[config.mk]
export PLATFORM = sky130hd
export DESIGN_NAME = aesSegDisplay
export DESIGN_NICKNAME = d
export VERILOG_FILES = /design/src/aesPkg.sv /design/src/aesSegDisplay.sv
export VERILOG_INCLUDE_DIRS = /design/src /design/src/src
export SDC_FILE = /design/constraint.sdc
export NUM_CORES = 1
export LEC_CHECK = 0
export CORE_MARGIN = 1
export CORE_UTILIZATION = 40
export DETAILED_ROUTE_END_ITERATION = 12
export DONT_BUFFER_PORTS = 1
export GPL_TIMING_DRIVEN = 0
export SETUP_SLACK_MARGIN = 0.2
export SYNTH_ARGS = -nofsm -noshare
export SYNTH_HDL_FRONTEND = slang
export SYNTH_SLANG_ARGS = --single-unit
[constraint.sdc]
create_clock -name vclk -period 13.7
set_input_delay 4.11 -clock vclk [all_inputs]
set_output_delay 4.11 -clock vclk [all_outputs]
set_load 0.05 [all_outputs]
[src/aes_params.svh]
`ifndef AES_PARAMS_SVH
`define AES_PARAMS_SVH

`define AES_ROUNDS  10
`define APB_ADDR_W  8
`define APB_DATA_W  32
`define REG_CTRL    8'h00
`define REG_STATUS  8'h04
`define REG_KEY     8'h10 // four words, word 0 is bits 127:96
`define REG_BLOCK   8'h20
`define REG_RESULT  8'h30
`define SEG_DIGITS  3

`endif

[src/aesPkg.sv]
`include "aes_params.svh"

package aesPkg;

    typedef logic [7:0]               byteT;
    typedef logic [`APB_DATA_W-1:0]   wordT;
    typedef logic [127:0]             stateT;
    typedef logic [3:0]               roundT;
    typedef logic [`APB_ADDR_W-1:0]   apbAddrT;
    typedef logic [6:0]               segT;  // active low, g down to a
    typedef logic [4*`SEG_DIGITS-1:0] bcdT;

    typedef enum logic {
        IDLE,
        RUN
    } engineStateE;

    // multiply by x in GF(2^8)
    function automatic byteT xtime(byteT b);
        return {b[6:0], 1'b0} ^ (b[7] ? 8'h1b : 8'h00);
    endfunction

endpackage

[src/aesSegDisplay.sv]
`timescale 1ns/1ps
`include "aes_params.svh"

module aesSegDisplay import aesPkg::*; (
    input  byteT                        value,
    output logic [`SEG_DIGITS*7-1:0]    segOut
);

    bcdT bcd;

    // shift-and-add-3
    always_comb begin
        bcd = '0;
        for (int i = 7; i >= 0; i--) begin
            for (int d = 0; d < `SEG_DIGITS; d++) begin
                if (bcd[4*d +: 4] >= 4'd5)
                    bcd[4*d +: 4] = bcd[4*d +: 4] + 4'd3;
            end
            bcd = {bcd[4*`SEG_DIGITS-2:0], value[i]};
        end
    end

    // hundreds digit ends up in the top bits
    for (genvar d = 0; d < `SEG_DIGITS; d++) begin : gDigit
        segT seg;

        always_comb begin
            case (bcd[4*d +: 4])
                4'd0:    seg = 7'b1000000;
                4'd1:    seg = 7'b1111001;
                4'd2:    seg = 7'b0100100;
                4'd3:    seg = 7'b0110000;
                4'd4:    seg = 7'b0011001;
                4'd5:    seg = 7'b0010010;
                4'd6:    seg = 7'b0000010;
                4'd7:    seg = 7'b1111000;
                4'd8:    seg = 7'b0000000;
                4'd9:    seg = 7'b0010000;
                default: seg = 7'b1111111; // blank
            endcase
        end

        assign segOut[7*d +: 7] = seg;
    end

endmodule

-- Yosys cells after proc, flatten, opt, wreduce, memory -nomap -nowiden
Memory sizes are Yosys's and may differ from the RTL's.
Cells that the tools add are included.
- bits in registers: 0
- ROM bits: 336
- input port bits: 8
- output and inout bits: 21
- word-level logic and storage cells: 24
- memories: 3
- add/subtract/negate cells: 7
- magnitude comparators: 7
- mux-type cells: 7
- memories (name ; words ; width ; rd ports ; clocked after memory_dff ; wr ports ; RTL line ; RTL):
    (name not given) ; 16 ; 7 ; 1 ; 0 ; 0 ; aesSegDisplay.sv:28 ; case (bcd[4*d +: 4])
    (name not given) ; 16 ; 7 ; 1 ; 0 ; 0 ; aesSegDisplay.sv:28 ;
    (name not given) ; 16 ; 7 ; 1 ; 0 ; 0 ; aesSegDisplay.sv:28 ;
- operators by type and width (operator ; count):
    2-to-1 mux 4 bit ; 7
    adder 4 x 2 -> 4 bit (second input constant) ; 5
    greater-or-equal comparator 4 x 3 -> 1 bit (second input constant) ; 5
    adder 3 x 2 -> 4 bit (second input constant) ; 2
    greater-or-equal comparator 3 bit (second input constant) ; 2

-- Logic depth before layout (Yosys ltp)
An unclocked memory read counts as a cell.
- word-level depth: 11
- gate-level depth with buffers: 27
- mapped depth without buffers: 25

-- Worst setup path after synthesis
No wires, ideal clock.
- path type: in2out
- start: in value[6]
- end: out segOut[8]
- arrival: 9.824 ns
- required time: 9.590 ns
- setup slack: -0.234 ns
- stages: 25
- path buffers: 1
- path through: inv_1 > ha_1 > o21ai_1 > xnor2_1 > ha_1 > nand2b_1 > a32oi_4 > xnor2_1 > inv_1 > ha_1 > clkbuf_1 > nor2b_1 > o31ai_1 > or4_1 > o2111a_1 > xor2_1 > inv_2 > ha_1 > nor2_1 > a31o_2 > mux2i_1 > inv_1 > ha_1 > inv_1 > o21ai_0
- longest elaborated chain between the ends: 11
- elaborated cells on any way between the ends: 22
- classes of those cells: 7 x add/sub; 7 x order compare; 7 x mux; 1 x memory
- RTL lines (element ; RTL line ; RTL):
    from (decl) ; aesSegDisplay.sv:5 ; input byteT value,
    adder 3 x 2 -> 4 bit / greater-or-equal comparator 3 bit (equally long branches) ; aesSegDisplay.sv:17, aesSegDisplay.sv:16 ;
    2-to-1 mux 4 bit (*) ; aesSegDisplay.sv:16 ; if (bcd[4*d +: 4] >= 4'd5)
    adder 4 x 2 -> 4 bit / greater-or-equal comparator 4 x 3 -> 1 bit (equally long branches) ; aesSegDisplay.sv:17, aesSegDisplay.sv:16 ;
    2-to-1 mux 4 bit ; aesSegDisplay.sv:16 ;
    greater-or-equal comparator 4 x 3 -> 1 bit / adder 4 x 2 -> 4 bit (equally long branches) ; aesSegDisplay.sv:16, aesSegDisplay.sv:17 ;
    2-to-1 mux 4 bit ; aesSegDisplay.sv:16 ;
    adder 4 x 2 -> 4 bit (tied with other cells) ; aesSegDisplay.sv:17 ; bcd[4*d +: 4] = bcd[4*d +: 4] + 4'd3;
    2-to-1 mux 4 bit ; aesSegDisplay.sv:16 ;
    adder 4 x 2 -> 4 bit / greater-or-equal comparator 4 x 3 -> 1 bit (equally long branches) ; aesSegDisplay.sv:17, aesSegDisplay.sv:16 ;
    2-to-1 mux 4 bit ; aesSegDisplay.sv:16 ;
    memory read (16 x 7 bit) (*) ; n/a ;
    to (decl) ; aesSegDisplay.sv:6 ; output logic [`SEG_DIGITS*7-1:0] segOut
Every way passes the cells marked *; elsewhere a longest branch is shown, timed or not.

-- Worst setup path after layout
Same ends and word-level chain as after synthesis.

==> results.tsv <==
metric	value	unit
critical hold path startpoint	value[0]	
startpoint types	primary input	
area leader, netlist	ha_1	
GR Overflow Total	0	
vias in the first global route	1653	
hpwl dp	2780	um
final setup vio count	0	
largest net degree at the start of global routing	11	
Yosys cell types	72	
Final Non-Filler Cells	279	
global-route wire length before repair	7010	um
Tightest Hold Check Type	in2out	
Vias per Instance	6.09	
Buffers on Ports	0	
Syn Area/Cell	6.57	um^2
Iter 0 DRT Violations	87	
diodes inserted	0	
clock buf count	0	
Warnings, synthesis	0	
Final #Nets	254	
Cell Area, Synth	1510	um^2
row cnt	21	
Area contributors post-synth	ha_1 9.1%, nand2_1 7.0%, mux2i_1 5.3%, nor2_1 5.2%, o21ai_0 5.0%	
critical path class	in2out	
max cap viols	0	
num sequential	0	
routability congestion estimate	0.845	
placed cell count	276	
Crit Path Max Fanout	10	
critical path required time	9.59	ns
routed len/inst	14.3	um
Synth top area share	9.11	%
minimum clock period	13.16	ns
top post-synthesis cells by count	28 x nand2_1, 21 x nor2_1, 15 x o21ai_0	
power density cells	193	nW/um^2
final wirelength	4000	um
Worst Hold Depth	2	
Worst VDD drop	0.162	mV
DR pass1 iterations	4	
Final Hold Viols	0	
Initial Util	43.6	%
via count	1699	
WHS Endpoint	segOut[4]	
Core Area	3470	um^2
period utilization	96.0	%
Layout area overhead	16.2	%
FF+latch area	0	um^2
most frequent cell after synthesis	nand2_1	
Fmax	76.0	MHz
final slew viol count	0	
status	completed	
RSZ-0062 raised after global routing	no	
Hold Slack	8.58	ns
WP data arrival	9.05	ns
die height	63.5	um
Worst Tran Pin Value	0.924	ns
sequential area share after synthesis	0	%
Synth Net Count	249	
die width	63.5	um
Synth Instances	230	
io pins	29	
Die Area	4030	um^2
Max transition margin	38.2	%
initial antenna violation count	0	
CP Capture Type	primary output	
Leak Pwr	0.693	nW
GRT Total Usage	20.3	%
DRC viols	0	
remaining antenna violation count after routing	0	
share of layout cells above drive strength 1	19.3	%
==> through the flow <==
step	setup TNS (ns)	worst slack [ns]	instance area, um^2	util [%]	power, W
after floorplan	0	0.147	1520	-	0.000264
after global placement	-4.74	-0.688	1580	45.5	0.000293
after detailed placement	-4.26	-0.628	1580	45.5	0.000293
after CTS	0	0.202	1690	48.7	0.000323
after global routing	0	0.200	1760	50.6	0.000365
final	0	0.541	1760	50.6	0.000340
==> cell families after synthesis <==
logic type	Yosys count	synth area share [%]
adder cells (fa/ha/maj)	11	9.11
buffers and inverters	29	8.69
AO/OA/AOI/OAI	78	39.5
multiplexers	12	8.53
other	1	0.248
XOR/XNOR	3	1.74
AND/OR/NAND/NOR	96	32.2
==> worst max path at each step <==
stage                     slack [ns]        end      from  depth (start not counted)
after CTS                       0.20  segOut[8]  value[6]                         25
final                           0.54  segOut[8]  value[6]                         25
after global routing            0.20  segOut[8]  value[6]                         25
after detailed placement       -0.63  segOut[8]  value[6]                         25
after global placement         -0.69  segOut[8]  value[6]                         25
after floorplan                 0.15  segOut[8]  value[6]                         25
==> per-layer routing <==
layer	vias to the layer above	track usage [%]	wire, um
met1	777	25.1	1820
li1	868	-	-
met3	8	0.906	169
met2	46	37.9	1940
met4	0	4.55	68
met5	-	0	0
==> worst max-delay path, cell delays in order <==
cell	delay, ns
inv_1	0.07
ha_2	0.24
o21ai_1	0.11
xnor2_2	0.23
ha_2	0.26
nand2b_1	0.13
a32oi_4	0.25
xnor2_2	0.13
inv_2	0.11
ha_1	0.14
buf_2	0.19
nor2b_4	0.27
o31ai_4	0.10
or4_1	0.50
o2111a_2	0.22
xor2_2	0.18
inv_2	0.15
ha_4	0.20
nor2_1	0.09
a31o_2	0.28
mux2i_2	0.25
inv_1	0.08
ha_1	0.33
inv_1	0.08
o21ai_4	0.36
==> power by group <==
group / internal, W / switching [W] / total, W / leakage [nW]
Sequential: 0 / 0 / 0 / 0
Clock: 0 / 0 / 0 / 0
Combinational: 0.000101 / 0.000239 / 0.000340 / 0.693
Total: 0.000101 / 0.000239 / 0.000340 / 0.693
==> timing repair <==
item                       CTS  global route
setup buffers                2             1
setup endpoints to repair   16            15
pin swaps                    4             4
gates resized for setup     18            15
hold buffers                 0             0
==> layout make-up <==
cell class	instances	area (um^2)
timing repair buffer	3	22.5
buffer	17	88.8
multi-input combinational	201	1540
tap	46	57.6
fill	362	1710
inverter	12	45.0
==> cell usage in the layout, fill, tap and decap left out, types with 3 or more instances in the layout <==
| cell type | netlist | routed |
|---|---|---|
| nor3_1 | 6 | 6 |
| and2_1 | 3 | 3 |
| a21oi_1 | 13 | 9 |
| mux2i_1 | 8 | 6 |
| nand4_1 | 3 | 3 |
| nor2_1 | 21 | 21 |
| buf_4 | 2 | 5 |
| a221oi_1 | 4 | 3 |
| nand3_1 | 7 | 7 |
| or3_1 | 4 | 4 |
| nand2b_1 | 5 | 5 |
| ha_1 | 11 | 8 |
| clkbuf_1 | 12 | 10 |
| o21ai_0 | 15 | 14 |
| nor2b_1 | 4 | 3 |
| and3_1 | 3 | 3 |
| inv_1 | 11 | 10 |
| a31oi_1 | 3 | 3 |
| a21o_1 | 3 | 3 |
| a21oi_2 | 0 | 3 |
| nand2_1 | 28 | 28 |
No activity file was read; power rests on OpenSTA's default activity.
