**src/aes_params.svh**
```systemverilog
`ifndef AES_PARAMS_SVH
`define AES_PARAMS_SVH

`define AES_ROUNDS  10
`define APB_ADDR_W  8
`define APB_DATA_W  32
`define REG_CTRL    8'h00
`define REG_STATUS  8'h04
`define REG_KEY     8'h10 // four words, word 0 is bits 127:96
`define REG_BLOCK   8'h20
`define REG_RESULT  8'h30
`define SEG_DIGITS  3

`endif

```
**src/aesPkg.sv**
```systemverilog
`include "aes_params.svh"

package aesPkg;

    typedef logic [7:0]               byteT;
    typedef logic [`APB_DATA_W-1:0]   wordT;
    typedef logic [127:0]             stateT;
    typedef logic [3:0]               roundT;
    typedef logic [`APB_ADDR_W-1:0]   apbAddrT;
    typedef logic [6:0]               segT;  // active low, g down to a
    typedef logic [4*`SEG_DIGITS-1:0] bcdT;

    typedef enum logic {
        IDLE,
        RUN
    } engineStateE;

    // multiply by x in GF(2^8)
    function automatic byteT xtime(byteT b);
        return {b[6:0], 1'b0} ^ (b[7] ? 8'h1b : 8'h00);
    endfunction

endpackage

```
**src/aesCoreIf.sv**
```systemverilog
`timescale 1ns/1ps

interface aesCoreIf import aesPkg::*; ();

    logic  start;  // single cycle
    stateT key;
    stateT block;
    logic  busy;
    logic  done;   // single cycle
    stateT result;

    modport regs (
        output start, key, block,
        input  busy, done, result
    );

    modport core (
        input  start, key, block,
        output busy, done, result
    );

endinterface

```
**src/aesApbRegs.sv**
```systemverilog
`timescale 1ns/1ps
`include "aes_params.svh"

module aesApbRegs import aesPkg::*; (
    input  logic    clk,
    input  logic    rstN,
    input  apbAddrT paddr,
    input  logic    psel,
    input  logic    penable,
    input  logic    pwrite,
    input  wordT    pwdata,
    output wordT    prdata,
    output logic    pready,
    output logic    pslverr,
    aesCoreIf.regs  core,
    output byteT    resultByte
);

    stateT      keyReg;
    stateT      blockReg;
    stateT      resultReg;
    logic       doneBit;
    logic       startPulse;
    logic       access;
    logic       err;
    logic       wrOk;
    logic       startAcc;
    logic       hitCtrl, hitStatus, hitKey, hitBlock, hitResult;
    apbAddrT    groupAddr;
    logic [6:0] wordLsb;

    assign access    = psel && penable;
    assign pready    = 1'b1; // zero wait states
    assign groupAddr = {paddr[`APB_ADDR_W-1:4], 4'h0};
    assign wordLsb   = {~paddr[3:2], 5'd0}; // word 0 sits at the top

    assign hitCtrl   = paddr == `REG_CTRL;
    assign hitStatus = paddr == `REG_STATUS;
    assign hitKey    = paddr[1:0] == 2'b00 && groupAddr == `REG_KEY;
    assign hitBlock  = paddr[1:0] == 2'b00 && groupAddr == `REG_BLOCK;
    assign hitResult = paddr[1:0] == 2'b00 && groupAddr == `REG_RESULT;

    always_comb begin
        err = 1'b0;
        if (!(hitCtrl || hitStatus || hitKey || hitBlock || hitResult))
            err = 1'b1;
        else if (pwrite && (hitStatus || hitResult))
            err = 1'b1; // read only
        else if (pwrite && core.busy && (hitCtrl || hitKey || hitBlock))
            err = 1'b1; // inputs frozen while running
    end

    assign pslverr  = access && err;
    assign wrOk     = access && pwrite && !err;
    assign startAcc = wrOk && hitCtrl && pwdata[0];

    always_comb begin
        prdata = '0;
        if (access && !pwrite && !err) begin
            if (hitStatus)
                prdata = {{(`APB_DATA_W-2){1'b0}}, doneBit, core.busy};
            else if (hitKey)
                prdata = keyReg[wordLsb +: 32];
            else if (hitBlock)
                prdata = blockReg[wordLsb +: 32];
            else if (hitResult)
                prdata = resultReg[wordLsb +: 32];
        end
    end

    always_ff @(posedge clk or negedge rstN) begin
        if (!rstN) begin
            keyReg     <= '0;
            blockReg   <= '0;
            resultReg  <= '0;
            doneBit    <= 1'b0;
            startPulse <= 1'b0;
        end else begin
            startPulse <= startAcc;
            if (wrOk && hitKey)
                keyReg[wordLsb +: 32] <= pwdata;
            if (wrOk && hitBlock)
                blockReg[wordLsb +: 32] <= pwdata;
            if (core.done)
                resultReg <= core.result;
            if (startAcc)
                doneBit <= 1'b0;
            else if (core.done)
                doneBit <= 1'b1; // sticky until next start
        end
    end

    assign core.start = startPulse;
    assign core.key   = keyReg;
    assign core.block = blockReg;
    assign resultByte = resultReg[7:0];

endmodule

```
**src/flat_wrapper.sv**
```systemverilog
// flat-port wrapper written by rule: the top's interface ports become plain ports
module aesApbRegs_flat import aesPkg::*;
  (clk, rstN, paddr, psel, penable, pwrite, pwdata, prdata, pready, pslverr, resultByte, core_start, core_key, core_block, core_busy, core_done, core_result);
  aesCoreIf core_i ();
  input  logic clk;
  input  logic rstN;
  input  apbAddrT paddr;
  input  logic psel;
  input  logic penable;
  input  logic pwrite;
  input  wordT pwdata;
  output wordT prdata;
  output logic pready;
  output logic pslverr;
  output byteT resultByte;
  output wire logic [$bits(core_i.start)-1:0] core_start;
  output wire logic [$bits(core_i.key)-1:0] core_key;
  output wire logic [$bits(core_i.block)-1:0] core_block;
  input wire logic [$bits(core_i.busy)-1:0] core_busy;
  input wire logic [$bits(core_i.done)-1:0] core_done;
  input wire logic [$bits(core_i.result)-1:0] core_result;
  assign core_start = core_i.start;
  assign core_key = core_i.key;
  assign core_block = core_i.block;
  assign core_i.busy = core_busy;
  assign core_i.done = core_done;
  assign core_i.result = core_result;
  aesApbRegs u_core (.clk(clk), .rstN(rstN), .paddr(paddr), .psel(psel), .penable(penable), .pwrite(pwrite), .pwdata(pwdata), .prdata(prdata), .pready(pready), .pslverr(pslverr), .core(core_i), .resultByte(resultByte));
endmodule
```
**config.mk**
```make
export PLATFORM = sky130hd
export DESIGN_NAME = aesApbRegs_flat
export DESIGN_NICKNAME = d
export VERILOG_FILES = /design/src/aesPkg.sv /design/src/aesCoreIf.sv /design/src/aesApbRegs.sv /design/src/flat_wrapper.sv
export VERILOG_INCLUDE_DIRS = /design/src /design/src/src
export SDC_FILE = /design/constraint.sdc
export NUM_CORES = 1
export LEC_CHECK = 0
export ABC_AREA = 0
export ABC_CLOCK_PERIOD_IN_PS = 2000
export BUFFER_PORTS_ARGS = -buffer_cell sky130_fd_sc_hd__buf_4
export CORE_UTILIZATION = 33
export CTS_CLUSTER_DIAMETER = 200
export DETAILED_ROUTE_END_ITERATION = 16
export PLACE_DENSITY_LB_ADDON = 0.15
export SYNTH_ARGS = -nofsm -noshare
export SYNTH_HDL_FRONTEND = slang
export SYNTH_SLANG_ARGS = --single-unit
```
**constraint.sdc**
```tcl
create_clock -name clk -period 2 [get_ports clk]
set_input_delay 0.1 -clock clk [delete_from_list [all_inputs] [get_ports clk]]
set_output_delay 0.1 -clock clk [all_outputs]
set_load 0.005 [all_outputs]
```
# After elaboration in Yosys (flattened, before gate mapping)
# Cells that the tools add are included.
[word_totals] inputBits=175 rom_bits=0 mem_bits_rw=0 ff_bits=386 memories=0 latchBits=0
[classes] mul=0 n_eq_ne=4 n_mux=12 div=0 bitwise=1 shift=5 add_sub_neg=1 n_reduce_logical=28 order_cmp=0
[ops] op="$shiftx 128x8->32" count=3
[ops] op="$bwmux 128" count=2
[ops] op="$mux 32" count=5
[ops] op="$shift 32x9->128 const A" count=1
[ops] op="$shiftx 32x9->128" count=1
[ops] op="$logic_and 1x1->1" count=16
[ops] op="$neg 7->9" count=1
[ops] op="$eq 4x2->1 const B" count=2
[ops] op="$eq 8x3->1 const B" count=1
[ops] op="$logic_not 8->1" count=1
[ops] op="$logic_or 1x1->1" count=7
[ops] op="$mux 1" count=5
[ops] op="$eq 4x1->1 const B" count=1
[ops] op="$logic_not 1->1" count=2
[ops] op="$logic_not 2->1" count=1
[ops] op="$not 2->2" count=1
[ops] op="$reduce_bool 2->1" count=1

# Logic depth before layout (Yosys ltp)
# Gate-level depths: netlist (run 1).
[depth] depth_word=13 ltp_mapped=13 ltp_nobuf=6

# Worst setup path before layout (run 1)
# Ideal clock, no wire load.
[synth_timing] kind="in2reg" startpoint="input paddr[3]" endpoint="register u_core.blockReg[34], in the netlist u_core.core.block[34]" slack_ns=-0.789 arrival_ns=2.663 path_buffers=7 required_time_ns=1.875 path_stages=13 cell_sequence="clkbuf_1 -> clkbuf_1 -> clkbuf_1 -> inv_1 -> ha_1 -> or3b_1 -> buf_2 -> and4b_1 -> buf_6 -> and4_4 -> buf_6 -> buf_12 -> mux2_4"
[synth_via] elab_chain_len=10 elab_cells_between_ends=22 classes_between="add/sub (1); eq/ne (1); shift (2); mux (4); bitwise (1); reduce/logical (13)"
[synth_lines] item="start: declaration" line_no="flat_wrapper.sv:7" rtl="input apbAddrT paddr;"
[synth_lines] item="parallel branches: the longest is 10 deep, another holds $neg 7->9"
[synth_lines] item="end signal: indexed assignment" line_no="aesApbRegs.sv:83" rtl="blockReg[wordLsb +: 32] <= pwdata;"
[synth_lines] item="end: declaration" line_no="aesApbRegs.sv:20" rtl="stateT blockReg;"
# Several ways; the timed one is not identified.
# A chain may end at the register's enable or synchronous reset.

# Worst setup path in the final report (run 1)
[layout_timing] startpoint="register u_core.keyReg[97], in the netlist u_core.core.key[97]" endpoint="output prdata[1]"
[layout_via] elab_chain_len=4
[layout_lines] item="start: declaration" line_no="aesApbRegs.sv:19" rtl="stateT keyReg;"
[layout_lines] item="start signal: indexed assignment" line_no="aesApbRegs.sv:81" rtl="keyReg[wordLsb +: 32] <= pwdata;"
[layout_lines] item="$shiftx 128x8->32" line_no="aesApbRegs.sv:63" rtl="prdata = keyReg[wordLsb +: 32];"
[layout_lines] item="$mux 32" line_no="aesApbRegs.sv:62" rtl="else if (hitKey)"
[layout_lines] item="$mux 32" line_no="aesApbRegs.sv:60" rtl="if (hitStatus)"
[layout_lines] item="$mux 32" line_no="aesApbRegs.sv:59" rtl="if (access && !pwrite && !err) begin"
[layout_lines] item="end: declaration" line_no="flat_wrapper.sv:12" rtl="output wordT prdata;"
# No other way between the ends.

==> results of run 1 <==
worst register-to-register path, cell delays in order (launching register included):
cell           delay [ns]
dfrtp_1              0.37
mux2_2               0.26
dlygate4sd3_1        0.57
flip-flops by register name, indices dropped and copies added (netlist names):
register and flops:
u_core.core.start 1, u_core.doneBit 1, u_core.resultReg 128, u_core.core.block 128, u_core.core.key 128
through the flow:
step,hold slack [ns],TNS [ns]
floorplan,-0.196,-62.31
global placement,0.0786,-2.04
detailed placement,0.0850,-2.89
CTS,0.000322,-0.415
global route,0.00659,-0.647
finish,0.0185,-0.166
routing by layer:
layer	global-route usage	part of all wire	vias to the layer above
li1	-	-	6231
met1	0.315	0.43	7344
met2	0.411	0.50	445
met3	0.0522	0.057	84
met4	0.0670	0.022	0
met5	0	0	-
power by group through the flow:
stage                     Combinational (mW)  Clock (mW)  Sequential [mW]
final                                   2.06        8.59             8.23
after global routing                    2.22        9.12             8.25
after CTS                               2.07        8.78             8.22
after detailed placement                1.76           0             8.37
after global placement                  1.73           0             8.35
after floorplan                        0.901           0             8.31
worst max path at each step:
| stage | start | endpoint | cells past startpoint |
|---|---|---|---|
| after floorplan | paddr[3] | u_core.core.block[34]$_DFFE_PN0P_ | 13 |
| after global placement | paddr[2] | u_core.core.key[35]$_DFFE_PN0P_ | 8 |
| after detailed placement | paddr[2] | u_core.core.key[35]$_DFFE_PN0P_ | 8 |
| after CTS | u_core.core.key[97]$_DFFE_PN0P_ | prdata[1] | 5 |
| after global routing | u_core.core.key[97]$_DFFE_PN0P_ | prdata[1] | 5 |
| final | u_core.core.key[97]$_DFFE_PN0P_ | prdata[1] | 5 |
cell usage in the layout (no fill, tap or decap), drive strengths merged, types with 9 or more instances in the layout:
cell type,count
o31ai,32
dfrtp,386
clkbuf,70
a22o,32
and2,97
nand2,9
inv,38
mux2i,30
o21ai,66
mux4,94
dlygate4sd3,169
mux2,324
buf,628
nand3,31
layout make-up:
type	count	area [sq um]
Fill cell	4957	27900
Sequential cell	386	9660
Multi-Input combinational cell	755	8260
Timing Repair Buffer	797	6810
Clock buffer	70	1370
Tap cell	748	936
Clock inverter	14	170
Inverter	35	136
Antenna cell	3	7.51
timing repair:
action                     CTS  global route
buffers inserted            28            46
pin swaps                    1             4
hold buffers               169             0
setup endpoints to repair   14            25
hold endpoints to repair   740             0
gates resized for setup     21            17
kinds of logic after synthesis:
logic type / count (synthesis) / synth area share
multiplexers: 448 / 0.335
flip-flops: 386 / 0.523
AND/OR/NAND/NOR: 164 / 0.0544
buffers and inverters: 143 / 0.0362
AO/OA/AOI/OAI: 138 / 0.0490
adder cells (fa/ha/maj): 4 / 0.00271
other: 1 / 0.000203
==> results.sh, run 1 <==
export IMPL_place_area_sq_um=23500
export IMPL_min_from="core_done"
export IMPL_synthTopCellsByArea="dfrtp_1 52%, mux2_2 18%, mux4_2 11%"
export IMPL_fp_row_count=86
export IMPL_slowest_delay_ns=0.48
export IMPL_ys_types=40
export IMPL_max_freq_mhz=481
export IMPL_powerDensity_nw_per_um2=690
export IMPL_insertion_delay_ns=0.56
export IMPL_synthesis_area_sq_um=18500
export IMPL_overflow=0
export IMPL_fin_ws_ns=-0.0808
export IMPL_hold_viol=0
export IMPL_synth_top_area_cell="dfrtp_1"
export IMPL_reg2reg_setup_slack_ns=0.67
export IMPL_slew_viol_final=0
export IMPL_crit_chain="mux4_2 > o22ai_2 > o21ai_2 > o211a_1 > buf_6"
export IMPL_worst_setup_path_type="reg -> out"
export IMPL_syn_instance_count=1284
export IMPL_switching_share=0.240
export IMPL_worst_hold_path_endpoint="u_core.resultReg[23]$_DFFE_PN0P_"
export IMPL_intPower_mw=14.4
export IMPL_wl_um=69800
export IMPL_fin_cells=2808
export IMPL_antenna_found_initial=2
export IMPL_clock_sinks=386
export IMPL_synth_top_area_share=0.523
export IMPL_maxCapViolations=0
export IMPL_finalCritPeriodShare=1.04
export IMPL_critPathMaxFanout=2
export IMPL_sequentialPowerShare=0.436
export IMPL_numPortBuffers=472
export IMPL_ant_nets=0
export IMPL_clk_pin_slew_ns=0.06
export IMPL_num_vias=14104
export IMPL_outcome="complete, but fails checks"
export IMPL_leakage_nw=13.3
export IMPL_htree_num_levels=2
export IMPL_crit_arrival_ns=1.98
export IMPL_drive_above_1_share=0.557
export IMPL_worstPathRequired_ns=1.90
export IMPL_first_iter_violations=791
export IMPL_period_needed_ns=2.08
export IMPL_hold_class="in -> reg"
export IMPL_rsz0062_at_grt="true"
export IMPL_viasPerCell=5.02
export IMPL_dieArea_sq_um=56900
export IMPL_hpwl_um=47900
export IMPL_maxSlewHeadroom=0.430
export IMPL_wl_per_cell_um=24.8
export IMPL_p_total_mw=18.9
export IMPL_nets=2200
export IMPL_core_area_sq_um=55200
export IMPL_grt_pass1_wl_um=102000
export IMPL_whs_path_depth=2
export IMPL_die_h_um=239
export IMPL_r2r_start="u_core.resultReg[55]$_DFFE_PN0P_"
export IMPL_max_vdd_ir_drop_mv=0.641
export IMPL_place_inst=2478
export IMPL_worstRegToRegCells=2
export IMPL_cts_max_path_buffers=3
export IMPL_setup_viol=4
export IMPL_slowest_stage="mux4_2"
export IMPL_p_switching_mw=4.52
export IMPL_yosysSeqAreaShare=0.523
export IMPL_yosysWarningCount=0
export IMPL_syn2layout_area_growth_pct=48.1
export IMPL_root_buffer="clkbuf_16"
export IMPL_ios=474
export IMPL_ys_flop_type="dfrtp_1"
export IMPL_pre_cts_ws_ns=-0.0575
export IMPL_start_kind="flop"
export IMPL_grt_usage=0.244
export IMPL_syn_nets=1463
export IMPL_initial_utilization=0.335
export IMPL_drc_errors=0
export IMPL_violations="setup timing"
export IMPL_async_flop_share=1.00
export IMPL_dieWidth_um=239
export IMPL_grt_max_degree=60
export IMPL_cts_tree="done"
export IMPL_final_area_sq_um=27400
export IMPL_combPwrFrac=0.109
export IMPL_skew_ns=0
export IMPL_first_global_vias=15139
export IMPL_p_clk_frac=0.455
export IMPL_synth_most_common_cell="dfrtp_1"
export IMPL_ys_seq_elements=386
export IMPL_fin_util=0.495
export IMPL_synth_area_per_cell_sq_um=14.4
export IMPL_rr_endpoint="u_core.resultReg[55]$_DFFE_PN0P_"
export IMPL_path_buf_inv=1
export IMPL_max_slew_worst_pin_slew_ns=0.853
export IMPL_drtPass1Iterations=5
export IMPL_critPathCaptureType="output port"
export IMPL_crit_family="multiplexers"
export IMPL_cts_inserted_buffers=46
export IMPL_synthTopCellsByCount="386 x dfrtp_1, 294 x mux2_2, 97 x and2_1, 94 x mux4_2, 64 x o21ai_0"
export IMPL_synth_edff_count=0
export IMPL_routabilityCongestion=0.797
No activity file was read; power rests on OpenSTA's default activity.
==> run 2, diff against run 1 <==
- SKIP_CTS_REPAIR_TIMING: unset -> 1
==> results.sh, run 2 (same netlist as run 1, synthesis figures left out) <==
export IMPL_outcome="complete, but fails checks"
export IMPL_violations="setup timing"
export IMPL_worst_setup_path_type="reg -> out"
export IMPL_dieWidth_um=239
export IMPL_reg2reg_setup_slack_ns=0.67
export IMPL_overflow=0
export IMPL_insertion_delay_ns=0.57
export IMPL_period_needed_ns=2.09
export IMPL_slowest_delay_ns=0.48
export IMPL_finalCritPeriodShare=1.05
export IMPL_leakage_nw=13.2
export IMPL_dieArea_sq_um=56900
export IMPL_skew_ns=0
export IMPL_root_buffer="clkbuf_16"
export IMPL_numPortBuffers=472
export IMPL_r2r_start="u_core.resultReg[24]$_DFFE_PN0P_"
export IMPL_ios=474
export IMPL_clock_sinks=386
export IMPL_path_buf_inv=1
export IMPL_antenna_found_initial=3
export IMPL_place_inst=2478
export IMPL_fin_ws_ns=-0.0939
export IMPL_hold_viol=0
export IMPL_slew_viol_final=0
export IMPL_final_common_cell="buf_4"
export IMPL_grt_pass1_wl_um=98100
export IMPL_maxSlewHeadroom=0.443
export IMPL_hold_class="in -> reg"
export IMPL_grt_max_degree=60
export IMPL_fill_cells=4963
export IMPL_drc_errors=0
export IMPL_viasPerCell=5.04
export IMPL_place_area_sq_um=23500
export IMPL_cts_tree="done"
export IMPL_num_vias=14043
export IMPL_worstPathRequired_ns=1.90
export IMPL_hpwl_um=47900
export IMPL_fin_util=0.493
export IMPL_first_global_vias=14143
export IMPL_wl_per_cell_um=24.8
export IMPL_crit_chain="mux4_2 > o22ai_2 > o21ai_2 > o211a_1 > buf_6"
export IMPL_die_h_um=239
export IMPL_cts_max_path_buffers=3
export IMPL_max_slew_worst_pin_slew_ns=0.835
export IMPL_final_area_sq_um=27200
export IMPL_htree_num_levels=2
export IMPL_max_vdd_ir_drop_mv=0.640
export IMPL_critPathMaxFanout=3
export IMPL_min_from="core_done"
export IMPL_crit_family="multiplexers"
export IMPL_drive_above_1_share=0.555
export IMPL_clk_pin_slew_ns=0.06
export IMPL_maxCapViolations=0
export IMPL_cts_inserted_buffers=46
export IMPL_core_area_sq_um=55200
export IMPL_grt_usage=0.236
export IMPL_slowest_stage="mux4_2"
export IMPL_ant_nets=0
export IMPL_whs_ns=0.0128
export IMPL_routabilityCongestion=0.797
export IMPL_fp_row_count=86
export IMPL_p_total_mw=18.9
export IMPL_rsz0062_at_grt="true"
export IMPL_wl_um=69100
export IMPL_drtPass1Iterations=5
export IMPL_fin_cells=2789
export IMPL_max_freq_mhz=478
export IMPL_final_cell_mix="577 x buf_4, 382 x dfrtp_1, 294 x mux2_2, 166 x dlygate4sd3_1, 97 x and2_1"
export IMPL_critPathCaptureType="output port"
export IMPL_setup_viol=4
export IMPL_crit_arrival_ns=1.99
export IMPL_startpoint="u_core.core.key[97]$_DFFE_PN0P_"
export IMPL_nets=2181
export IMPL_initial_utilization=0.335
export IMPL_first_iter_violations=810
export IMPL_start_kind="flop"
export IMPL_syn2layout_area_growth_pct=47.2
export IMPL_powerDensity_nw_per_um2=694
run 2: layer usage:
layer	part of all wire	wire length [um]	up-vias	GRT usage
met1	0.43	29400	7315	0.309
met4	0.020	1410	0	0.0624
met5	0	0	-	0
met2	0.50	34200	458	0.392
met3	0.059	4050	81	0.0536
li1	-	-	6189	-
run 2: power by group:
part           switching (mW)  internal, mW
Clock                    3.48          5.13
Sequential              0.146          8.08
Combinational           0.913          1.13
run 2: final cells by class:
class / count / area, sq um / area share
clock buffers: 70 / 1370 / 0.0505
clock inverters: 14 / 170 / 0.00626
diodes: 3 / 7.51 / 0.000276
well taps: 748 / 936 / 0.0344
repair buffers: 778 / 6650 / 0.245
flip-flops and latches: 386 / 9660 / 0.355
inverters: 35 / 136 / 0.00502
multi-input cells: 755 / 8250 / 0.303
run 2: final timing paths:
path / endpoint / depth (start not counted)
hold reg to reg: u_core.resultReg[82]$_DFFE_PN0P_ / 1
max in group asynchronous: u_core.core.key[47]$_DFFE_PN0P_ / 3
setup / recovery: prdata[1] / 5
setup reg to reg: u_core.resultReg[24]$_DFFE_PN0P_ / 2
min in group asynchronous: u_core.resultReg[29]$_DFFE_PN0P_ / 2
hold / removal: u_core.resultReg[119]$_DFFE_PN0P_ / 2
run 2: through the flow:
step                      TNS [ns]  worst slack, ns
after floorplan             -62.31           -0.319
after global placement       -2.04          -0.0574
after detailed placement     -2.89          -0.0575
after CTS                    -1.07           -0.209
after global routing        -0.789           -0.160
final                       -0.237          -0.0939
==> run 3, diff against run 2 <==
- SETUP_SLACK_MARGIN: unset -> 0.5
- TNS_END_PERCENT: unset -> 20
==> results.sh, run 3 (same netlist as run 1, synthesis figures left out) <==
export IMPL_outcome="complete, but fails checks"
export IMPL_violations="setup timing"
export IMPL_maxCapViolations=0
export IMPL_crit_chain="mux4_2 > mux2i_2 > o21ai_2 > buf_4 > buf_6"
export IMPL_antenna_found_initial=0
export IMPL_wl_um=68700
export IMPL_whs_path_depth=2
export IMPL_max_freq_mhz=478
export IMPL_numPortBuffers=472
export IMPL_critPathMaxFanout=3
export IMPL_max_vdd_ir_drop_mv=0.515
export IMPL_viasPerCell=5.08
export IMPL_slowest_stage="mux4_2"
export IMPL_grt_max_degree=51
export IMPL_ios=474
export IMPL_nets=2155
export IMPL_cts_inserted_buffers=44
export IMPL_worstPathRequired_ns=1.90
export IMPL_insertion_delay_ns=0.54
export IMPL_rr_endpoint="u_core.core.block[35]$_DFFE_PN0P_"
export IMPL_drc_errors=0
export IMPL_clock_sinks=386
export IMPL_dieWidth_um=239
export IMPL_reg2reg_setup_slack_ns=1.05
export IMPL_first_iter_violations=653
export IMPL_period_needed_ns=2.09
export IMPL_hold_viol=0
export IMPL_ant_nets=0
export IMPL_syn2layout_area_growth_pct=45.4
export IMPL_hpwl_um=48500
export IMPL_pre_cts_ws_ns=-0.188
export IMPL_die_h_um=239
export IMPL_wl_per_cell_um=25.0
export IMPL_drtPass1Iterations=5
export IMPL_rsz0062_at_grt="true"
export IMPL_drive_above_1_share=0.556
export IMPL_first_global_vias=14195
export IMPL_core_area_sq_um=55200
export IMPL_hold_class="in -> reg"
export IMPL_fp_row_count=86
export IMPL_maxSlewHeadroom=0.442
export IMPL_root_buffer="clkbuf_16"
export IMPL_final_cell_mix="560 x buf_4, 378 x dfrtp_1, 294 x mux2_2, 162 x dlygate4sd3_1, 97 x and2_1"
export IMPL_place_inst=2487
export IMPL_grt_usage=0.236
export IMPL_crit_arrival_ns=1.99
export IMPL_htree_num_levels=2
export IMPL_num_vias=13960
export IMPL_worst_hold_path_endpoint="u_core.resultReg[19]$_DFFE_PN0P_"
export IMPL_clk_pin_slew_ns=0.06
export IMPL_grt_pass1_wl_um=98200
export IMPL_fin_ws_ns=-0.0934
export IMPL_fin_cells=2749
export IMPL_r2r_start="u_core.core.block[35]$_DFFE_PN0P_"
export IMPL_critPathCaptureType="output port"
export IMPL_worstRegToRegCells=2
export IMPL_worst_setup_path_type="reg -> out"
export IMPL_cts_max_path_buffers=3
export IMPL_setup_viol=5
export IMPL_start_kind="flop"
export IMPL_overflow=0
export IMPL_dieArea_sq_um=56900
export IMPL_powerDensity_nw_per_um2=685
export IMPL_whs_ns=0.0283
export IMPL_min_from="core_done"
export IMPL_initial_utilization=0.335
export IMPL_diodes=0
export IMPL_slew_viol_final=0
export IMPL_final_common_cell="buf_4"
export IMPL_max_slew_worst_pin_slew_ns=0.836
export IMPL_skew_ns=0
export IMPL_finalCritPeriodShare=1.05
export IMPL_slowest_delay_ns=0.47
export IMPL_leakage_nw=12.9
export IMPL_routabilityCongestion=0.806
export IMPL_cts_tree="done"
run 3: layout make-up:
class / instances / area [sq um]
Fill cell: 4894 / 28400
Sequential cell: 386 / 9670
Multi-Input combinational cell: 755 / 8270
Timing Repair Buffer: 754 / 6410
Clock buffer: 60 / 1250
Tap cell: 748 / 936
Clock inverter: 11 / 175
Inverter: 35 / 136
run 3: report_power, final:
group / switching (mW) / internal, mW / total [mW]
logic: 0.905 / 1.13 / 2.03
clock network: 3.26 / 4.86 / 8.12
registers: 0.145 / 8.08 / 8.23
run 3: through the flow:
| stage | utilization | power, mW | TNS, ns | instance area (sq um) |
|---|---|---|---|---|
| final | 0.486 | 18.4 | -0.181 | 26800 |
| after global routing | 0.486 | 19.1 | -0.725 | 26800 |
| after detailed placement | 0.426 | 10.1 | -1.90 | 23500 |
| after global placement | 0.426 | 10.1 | -1.07 | 23500 |
| after CTS | 0.451 | 18.3 | -0.894 | 24900 |
| after floorplan | - | 9.21 | -62.48 | 18600 |
run 3: worst max-delay path by stage:
stage,from,to,depth (start not counted)
6_report,u_core.core.block[63]$_DFFE_PN0P_,prdata[31],5
4_1_cts,u_core.core.block[63]$_DFFE_PN0P_,prdata[31],5
3_5_place_dp,paddr[1],prdata[31],9
2_1_floorplan,paddr[3],u_core.core.block[34]$_DFFE_PN0P_,13
5_1_grt,u_core.core.block[63]$_DFFE_PN0P_,prdata[31],5
3_3_place_gp,paddr[1],prdata[31],9
run 3: worst max-delay path: cells and delay by family (launching register included):
| family | cells | cell delay, ns |
|---|---|---|
| mux | 2 | 0.67 |
| flops | 1 | 0.40 |
| buf+inv | 2 | 0.27 |
| compound gates | 1 | 0.09 |
run 3: routing by layer:
metal,GRT usage,vias to the layer above,wire [um]
li1,-,6114,-
met1,0.314,7343,29700
met2,0.385,417,33700
met3,0.0528,86,3860
met4,0.0657,0,1450
met5,0,-,0
